## src/source/isaPkg.sv

```systemverilog
// MIPS32 ISA encodings for writeback
package isaPkg;

    // General register file geometry
    localparam int RegCount     = 32;
    localparam int RegAddrWidth = 5;

    // $zero is hardwired
    localparam logic [RegAddrWidth-1:0] RegZero = 5'd0;

    // Load kind carried down from decode
    // None also covers stores and non-memory ops
    typedef enum logic [2:0] {
        LoadNone = 3'd0,
        LoadLb   = 3'd1,  // signed byte
        LoadLbu  = 3'd2,  // unsigned byte
        LoadLh   = 3'd3,  // signed halfword
        LoadLhu  = 3'd4,  // unsigned halfword
        LoadLw   = 3'd5   // full word
    } loadKindE;

    // Writeback value source
    // Encoding fixed by the result mux order
    typedef enum logic [1:0] {
        // JAL, JALR, BGEZAL link address
        WbPcPlus8  = 2'd0,
        // Arithmetic, logic and shift results
        WbAluOut   = 2'd1,
        // MTHI, MTLO move the rs value straight through
        WbOperandB = 2'd2,
        // Any load
        WbLoadData = 2'd3
    } wbSelE;

    // Width checks for the bus fields
    localparam int LoadKindWidth = $bits(loadKindE);
    localparam int WbSelWidth    = $bits(wbSelE);

endpackage
```

## src/source/pipeBusPkg.sv

```systemverilog
// Pipeline bus structures, MEM2 to WB
package pipeBusPkg;

    // Register write enables
    // rfWr targets the GPR file, hiWr and loWr the multiply pair
    typedef struct packed {
        logic rfWr;
        logic hiWr;
        logic loWr;
    } regsWrS;

    // Everything the writeback stage needs from MEM2
    typedef struct packed {
        // ALU result, also the load address
        logic [31:0]                        aluOut;
        // PC of the instruction itself
        logic [31:0]                        pc;
        // Second operand, used by MTHI and MTLO
        logic [31:0]                        operandB;
        // Raw word from the data cache
        logic [31:0]                        dmOut;
        isaPkg::wbSelE                      wbSel;
        logic [isaPkg::RegAddrWidth-1:0]    dst;
        isaPkg::loadKindE                   loadKind;
        regsWrS                             regsWr;
    } mem2WbS;

    // No writes at all
    localparam regsWrS NoWrite = '{rfWr: 1'b0, hiWr: 1'b0, loWr: 1'b0};

    // Bubble loaded on reset and flush
    // Selects ALU output so the result bus reads a clean zero
    localparam mem2WbS Mem2WbBubble = '{
        aluOut:   32'd0,
        pc:       32'd0,
        operandB: 32'd0,
        dmOut:    32'd0,
        wbSel:    isaPkg::WbAluOut,
        dst:      '0,
        loadKind: isaPkg::LoadNone,
        regsWr:   NoWrite
    };

endpackage

```

## src/source/wbTop.sv

```systemverilog
// Writeback subsystem top
module wbTop #(
    parameter int ReadPorts = 2
) (
    input  logic                              clk,
    input  logic                              reset,
    // Hazard unit controls
    input  logic                              wbFlush,
    input  logic                              wbWr,
    input  logic                              wbDisWr,
    // Bus from MEM2
    input  pipeBusPkg::mem2WbS                mem2Bus,
    // Register file read side
    input  logic [isaPkg::RegAddrWidth-1:0]   readAddr [ReadPorts],
    output logic [31:0]                       readData [ReadPorts],
    output logic [31:0]                       hiData,
    output logic [31:0]                       loData,
    // Exported for forwarding
    output logic [31:0]                       wbResult,
    output logic [isaPkg::RegAddrWidth-1:0]   wbDst,
    output pipeBusPkg::regsWrS                finalWr
);
    import pipeBusPkg::*;

    // Ungated write type, kept visible for checking
    regsWrS wbRegsWr;

    wbStage u_wbStage (
        .clk      (clk),
        .reset    (reset),
        .wbFlush  (wbFlush),
        .wbWr     (wbWr),
        .wbDisWr  (wbDisWr),
        .mem2Bus  (mem2Bus),
        .wbResult (wbResult),
        .wbDst    (wbDst),
        .finalWr  (finalWr),
        .wbRegsWr (wbRegsWr)
    );

    // Register file takes the gated write
    archRegFile #(
        .ReadPorts (ReadPorts)
    ) u_regFile (
        .clk      (clk),
        .reset    (reset),
        .wrEn     (finalWr),
        .wrAddr   (wbDst),
        .wrData   (wbResult),
        .readAddr (readAddr),
        .readData (readData),
        .hiData   (hiData),
        .loData   (loData)
    );

endmodule

```

## src/source/archRegFile.sv

```systemverilog
// Architectural GPR file with HI and LO
module archRegFile #(
    parameter int ReadPorts = 2
) (
    input  logic                              clk,
    input  logic                              reset,
    // Write side from writeback
    input  pipeBusPkg::regsWrS                wrEn,
    input  logic [isaPkg::RegAddrWidth-1:0]   wrAddr,
    input  logic [31:0]                       wrData,
    // Read ports for decode
    input  logic [isaPkg::RegAddrWidth-1:0]   readAddr [ReadPorts],
    output logic [31:0]                       readData [ReadPorts],
    // Multiply and divide result pair
    output logic [31:0]                       hiData,
    output logic [31:0]                       loData
);
    import isaPkg::*;

    logic [31:0] gpr [RegCount];
    logic [31:0] hiReg;
    logic [31:0] loReg;

    // GPR write
    // $zero never takes a write, so it stays at its reset value
    always_ff @(posedge clk) begin
        if (reset) begin
            for (int r = 0; r < RegCount; r++) begin
                gpr[r] <= 32'd0;
            end
        end else if (wrEn.rfWr && (wrAddr != RegZero)) begin
            gpr[wrAddr] <= wrData;
        end
    end

    // HI and LO update independently
    // MTHI and MTLO land here through the operandB select
    always_ff @(posedge clk) begin
        if (reset) begin
            hiReg <= 32'd0;
            loReg <= 32'd0;
        end else begin
            if (wrEn.hiWr) begin
                hiReg <= wrData;
            end
            if (wrEn.loWr) begin
                loReg <= wrData;
            end
        end
    end

    // Combinational reads without write-through
    // Forwarding elsewhere covers the in-flight value
    for (genvar p = 0; p < ReadPorts; p++) begin : gReadPort
        always_comb begin
            readData[p] = gpr[readAddr[p]];
        end
    end

    assign hiData = hiReg;
    assign loData = loReg;

endmodule

```

## src/source/wbStage.sv

```systemverilog
// Writeback stage
module wbStage (
    input  logic                              clk,
    input  logic                              reset,
    input  logic                              wbFlush,
    input  logic                              wbWr,
    // Held high while the data cache stalls the pipe
    input  logic                              wbDisWr,
    input  pipeBusPkg::mem2WbS                mem2Bus,
    // Value headed for the register file, also forwarded
    output logic [31:0]                       wbResult,
    output logic [isaPkg::RegAddrWidth-1:0]   wbDst,
    // Write type after stall gating
    output pipeBusPkg::regsWrS                finalWr,
    // Write type as registered
    output pipeBusPkg::regsWrS                wbRegsWr
);
    import isaPkg::*;
    import pipeBusPkg::*;

    mem2WbS      wbBus;
    logic [31:0] loadData;

    // Stage register
    wbPipeReg u_wbPipeReg (
        .clk     (clk),
        .reset   (reset),
        .wbFlush (wbFlush),
        .wbWr    (wbWr),
        .mem2Bus (mem2Bus),
        .wbBus   (wbBus)
    );

    // Load path, the address comes back on aluOut
    loadExtend u_loadExtend (
        .dmOut    (wbBus.dmOut),
        .addrLow  (wbBus.aluOut[1:0]),
        .loadKind (wbBus.loadKind),
        .loadData (loadData)
    );

    // Four-way result select
    always_comb begin
        case (wbBus.wbSel)
            // Link address skips the delay slot
            WbPcPlus8: begin
                wbResult = wbBus.pc + 32'd8;
            end
            WbAluOut: begin
                wbResult = wbBus.aluOut;
            end
            WbOperandB: begin
                wbResult = wbBus.operandB;
            end
            default: begin
                wbResult = loadData;
            end
        endcase
    end

    assign wbDst    = wbBus.dst;
    assign wbRegsWr = wbBus.regsWr;

    // No register write while the data cache holds the pipe
    assign finalWr = wbDisWr ? NoWrite : wbBus.regsWr;

endmodule

```

## src/source/loadExtend.sv

```systemverilog
// Load data lane select and extend
module loadExtend (
    // Raw word from the data cache
    input  logic [31:0]      dmOut,
    // Low bits of the effective address
    input  logic [1:0]       addrLow,
    input  isaPkg::loadKindE loadKind,
    output logic [31:0]      loadData
);
    import isaPkg::*;

    logic [7:0]  byteLane;
    logic [15:0] halfLane;

    // Little-endian byte lanes
    // Offset 0 is the least significant byte
    always_comb begin
        case (addrLow)
            2'd0: begin
                byteLane = dmOut[7:0];
            end
            2'd1: begin
                byteLane = dmOut[15:8];
            end
            2'd2: begin
                byteLane = dmOut[23:16];
            end
            default: begin
                byteLane = dmOut[31:24];
            end
        endcase
    end

    // Halfword picked by address bit 1
    // Bit 0 is assumed clear, alignment is trapped upstream
    assign halfLane = addrLow[1] ? dmOut[31:16] : dmOut[15:0];

    // Sign or zero extension by load kind
    always_comb begin
        case (loadKind)
            LoadLb: begin
                loadData = {{24{byteLane[7]}}, byteLane};
            end
            LoadLbu: begin
                loadData = {24'd0, byteLane};
            end
            LoadLh: begin
                loadData = {{16{halfLane[15]}}, halfLane};
            end
            LoadLhu: begin
                loadData = {16'd0, halfLane};
            end
            // LW and non-loads take the word as is
            default: begin
                loadData = dmOut;
            end
        endcase
    end

endmodule

```

## src/source/wbPipeReg.sv

```systemverilog
// MEM2 to WB stage register
module wbPipeReg (
    input  logic               clk,
    input  logic               reset,
    // Hazard unit controls
    input  logic               wbFlush,
    input  logic               wbWr,
    // Bus from MEM2
    input  pipeBusPkg::mem2WbS mem2Bus,
    // Registered copy for writeback
    output pipeBusPkg::mem2WbS wbBus
);
    import pipeBusPkg::*;

    // Next-state view of the stage bus
    mem2WbS nextBus;

    // Priority is flush, then write enable
    // A low wbWr holds the stalled item in place
    always_comb begin
        if (wbFlush) begin
            nextBus = Mem2WbBubble;
        end else if (wbWr) begin
            nextBus = mem2Bus;
        end else begin
            nextBus = wbBus;
        end
    end

    // Reset also leaves a bubble
    always_ff @(posedge clk) begin
        if (reset) begin
            wbBus <= Mem2WbBubble;
        end else begin
            wbBus <= nextBus;
        end
    end

endmodule

```

## config.mk

```make
export PLATFORM = sky130hd
export DESIGN_NAME = wbTop
export DESIGN_NICKNAME = d
export VERILOG_FILES = /design/src/source/isaPkg.sv /design/src/source/pipeBusPkg.sv /design/src/source/wbTop.sv /design/src/source/archRegFile.sv /design/src/source/wbStage.sv /design/src/source/loadExtend.sv /design/src/source/wbPipeReg.sv
export SDC_FILE = /design/constraint.sdc
export NUM_CORES = 2
export LEC_CHECK = 0
export ABC_AREA = 0
export ABC_CLOCK_PERIOD_IN_PS = 3200
export BUFFER_PORTS_ARGS = -buffer_cell sky130_fd_sc_hd__buf_2
export CAP_MARGIN = 20
export CORE_MARGIN = 5
export CORE_UTILIZATION = 60
export CTS_CLUSTER_DIAMETER = 80
export DETAILED_ROUTE_END_ITERATION = 8
export PLACE_DENSITY = 0.89
export SYNTH_ARGS = -nofsm -noshare
export SYNTH_HDL_FRONTEND = slang
export SYNTH_HIERARCHICAL = 1
export SYNTH_SLANG_ARGS = --single-unit
```

## constraint.sdc

```tcl
create_clock -name clk -period 3.2 [get_ports clk]
set_input_delay 0.48 -clock clk [delete_from_list [all_inputs] [get_ports clk]]
set_output_delay 0.48 -clock clk [all_outputs]
set_load 0.03 [all_outputs]
```

==> results.yml <==
clock_tree:
  root_buffer: "clkbuf_16"
  numCtsBuffers: 119
  cts_tree: "done"
  path_clk_slew_ns: 0.07
  cts.sinks: 1229
  htree_levels: 3
  cts_max_path_buffers: 3
  clock_latency_ns: 0.73
min_path:
  worstHoldEndpoint: "u_wbStage/u_wbPipeReg/wbBus[92]"
  hold_depth: 3
  hold_class: "input port to register"
  worstHoldStart: "mem2Bus[92]"
setup_path:
  crit_type: "register to primary output"
  startpoint_type: "register"
  cp.required_ns: 2.72
  crit_top_cell: "mux4_2"
  reg2reg_setup_slack_ns: 0.10
  worstPathMaxFanout: 7
  rr_worst_depth: 8
  end_kind: "primary output"
  slowest_stage: "mux4_2"
  r2r_start: "u_wbStage/u_wbPipeReg/wbBus[110]"
  critPathBufInv: 2
  cp_cell_sequence: "buf_12, mux4_2, a22o_1, a21o_1, mux4_2, buf_6"
  critPathTopFamily: "multiplexers"
  rr_endpoint: "u_regFile/gpr[15][0]"
  arrival_ns: 3.11
  max_stage_delay_ns: 0.64
yosys:
  synth_top_area_share_pct: 46.6
  synthFlopType: "edfxtp_1"
  synthTopCellsByArea: "edfxtp_1 47%, mux2i_1 19%, and2_1 9.5%"
  postSynthCellCount: 5615
  ys_seq_elements: 1229
  yosys_warnings: 6
  avgSynthCellArea_um2: 11.8
  synth_area_mm2: 0.0661
  yosys.cell_types.count: 73
  netlist.top_cell.by_area: "edfxtp_1"
  async_reset_ff_share_pct: 0
  yosysSeqAreaShare_pct: 52.8
  synth_edf_count: 1024
global_routing:
  grt_overflow_total: 0
  grt_pass1_wl_um: 324000
  antenna_found_initial: 16
  track_usage_pct: 36.8
  grt_pass1_vias: 51900
  grt_max_degree: 129
power_and_ir_drop:
  p_leak_nw: 31.7
  power_density_mw_per_mm2: 484
  ir_worst_vdd_mv: 0.591
finish:
  postLayoutCoreUtil_pct: 70.1
  fillers: 6814
  synthToLayoutAreaGrowth_pct: 15.9
  drive_gt1_share_pct: 18.3
  nets: 6184
placed_design:
  place_ws_ns: 0.108
  gp_congestion: 0.951
  dp.final_hpwl_um: 139000
  io_buffers: 323
sta:
  fin_crit_sh_pct: 112
  rsz0062_at_grt: "true"
  setup_ws_ns: -0.394
  finalSetupViolations: 32
  whs_ns: 0.0117
  tightest_slew_ns: 0.967
  period_needed_ns: 3.59
  fmax_mhz: 278
  finalHoldViolCount: 0
  clock_skew_ns: 0.0301
  drv_slew: 0
  relSlewSlack_pct: 35.6
detailed_routing:
  dr_total_vias: 51900
  ant_nets: 0
  vias_per_cell: 6.82
  drt_iter0_drc: 7849
  avgRoutedWirePerCell_um: 29.7
  drc: 0
  first_pass_iters: 9
  wl_um: 226000
outcome:
  status: "finished, violations left"
  violations: "negative setup slack"
die:
  io_pins: 324
  die_width_um: 342
  initial_core_util_pct: 60.5
  die-height_um: 342
  rows: 121
  core_mm2: 0.109
  die-area_mm2: 0.117
flow_run:
  max_cap_violations: 0
[placed cells by master (no fill, tap or decap), drive strengths merged, types with 13 or more instances in the layout]
cell type and count:
o21ai 35, edfxtp 1024, diode 14, nor2 254, a31oi 65, or2 35
and2 998, a22o 134, xor2 13, nand2 218, xnor2 13, nand3 213
a21oi 218, conb 32, dlygate4sd3 58, clkinv 52, mux2i 1241, inv 17
mux4 30, buf 727, dfxtp 205, nor2b 20, nor3 68, clkbuf 150
a22oi 208
[registers in the layout (all words and copies together), names as in the netlist]
register / count
u_regFile/gpr: 1024
u_regFile/hiData: 32
u_regFile/loData: 32
u_wbStage/u_wbPipeReg/wbBus: 141
[synth_stat cells (all sizes together) (3+ instances only)]
master	number
buf	259
mux2i	1241
or3	3
a22o	134
xnor2	13
a21oi	218
nor2b	20
o21ai	35
nor3	68
a31oi	65
nand4	9
clkbuf	268
nand2	218
a22oi	208
nand2b	9
nand3	213
dfxtp	205
nor2	254
or2	35
o21a	7
edfxtp	1024
mux4	29
and3	4
xor2	13
inv	11
a221oi	9
a21o	6
o221ai	9
and2	998
nand3b	5
[stage by stage]
| stage | area, µm² | total power [mW] | std cells | TNS, ns |
|---|---|---|---|---|
| floorplan | 66200 | 21.0 | 5646 | 0 |
| global placement | 70900 | 22.7 | 7273 | 0 |
| detailed placement | 70900 | 22.9 | 7273 | 0 |
| CTS | 76100 | 36.7 | 7585 | -4.55 |
| global route | 76500 | 37.9 | 7605 | -7.19 |
| finish | 76600 | 37.0 | 7617 | -6.27 |
[how the worst max path moves through the flow]
stage,from,end,slack (ns),depth (start not counted)
after global placement,readAddr[5],readData[54],0.13,8
final,u_wbStage/u_wbPipeReg/wbBus[110],wbResult[0],-0.39,6
after CTS,u_wbStage/u_wbPipeReg/wbBus[109],wbResult[9],-0.26,6
after detailed placement,readAddr[5],readData[54],0.11,8
after floorplan,u_wbStage/u_wbPipeReg/wbBus[110],u_regFile/gpr[10][11],0.28,11
after global routing,u_wbStage/u_wbPipeReg/wbBus[110],wbResult[0],-0.45,6
[metal layers]
metal | GRT usage [%] | vias to the layer above | wire (µm)
li1 | - | 21300 | -
met1 | 44.1 | 24600 | 74300
met2 | 57.6 | 4710 | 99700
met3 | 12.1 | 1324 | 33600
met4 | 23.3 | 14 | 18500
met5 | 0.292 | - | 78
[worst min-delay path: stages]
cell,delay [ns]
buf_2,0.08
mux2i_1,0.06
nor2_1,0.08
[layout make-up]
type	instances	area [µm²]	area share [%]
diodes	14	35.0	0.0458
clock buffers	149	3210	4.19
clock inverters	72	621	0.811
inverters	11	41.3	0.0539
multi-input cells	3880	29200	38.2
flip-flops and latches	1229	34900	45.6
well taps	1476	1850	2.41
repair buffers	786	6680	8.73
[where the power goes]
group,total (mW),switching [mW],internal (mW)
registers,18.1,0.340,17.8
clock network,14.0,6.18,7.87
logic,4.87,3.12,1.75
total,37.0,9.64,27.4
[cells by family (layout without fill, tap and decap cells)]
family / Yosys count / in the layout / synth area share, %
AND/OR/NAND/NOR: 1847 / 1847 / 15.5
XOR/XNOR: 26 / 26 / 0.345
flip-flops: 1229 / 1229 / 52.8
other: 1 / 46 / 0.00568
AO/OA/AOI/OAI: 703 / 703 / 7.28
multiplexers: 1270 / 1271 / 19.8
adder cells (fa/ha/maj): 1 / 1 / 0.0189
buffers and inverters: 538 / 1018 / 4.25
[what timing repair did]
item | in CTS | in global routing
gates resized for setup | 148 | 68
hold endpoints to repair | 58 | 0
endpoints found under the setup margin | 32 | 35
hold buffers | 58 | 0
pin swaps | 20 | 26
gates cloned | 2 | 0
buffers inserted | 31 | 23
Power figures use the tool's default switching activity.
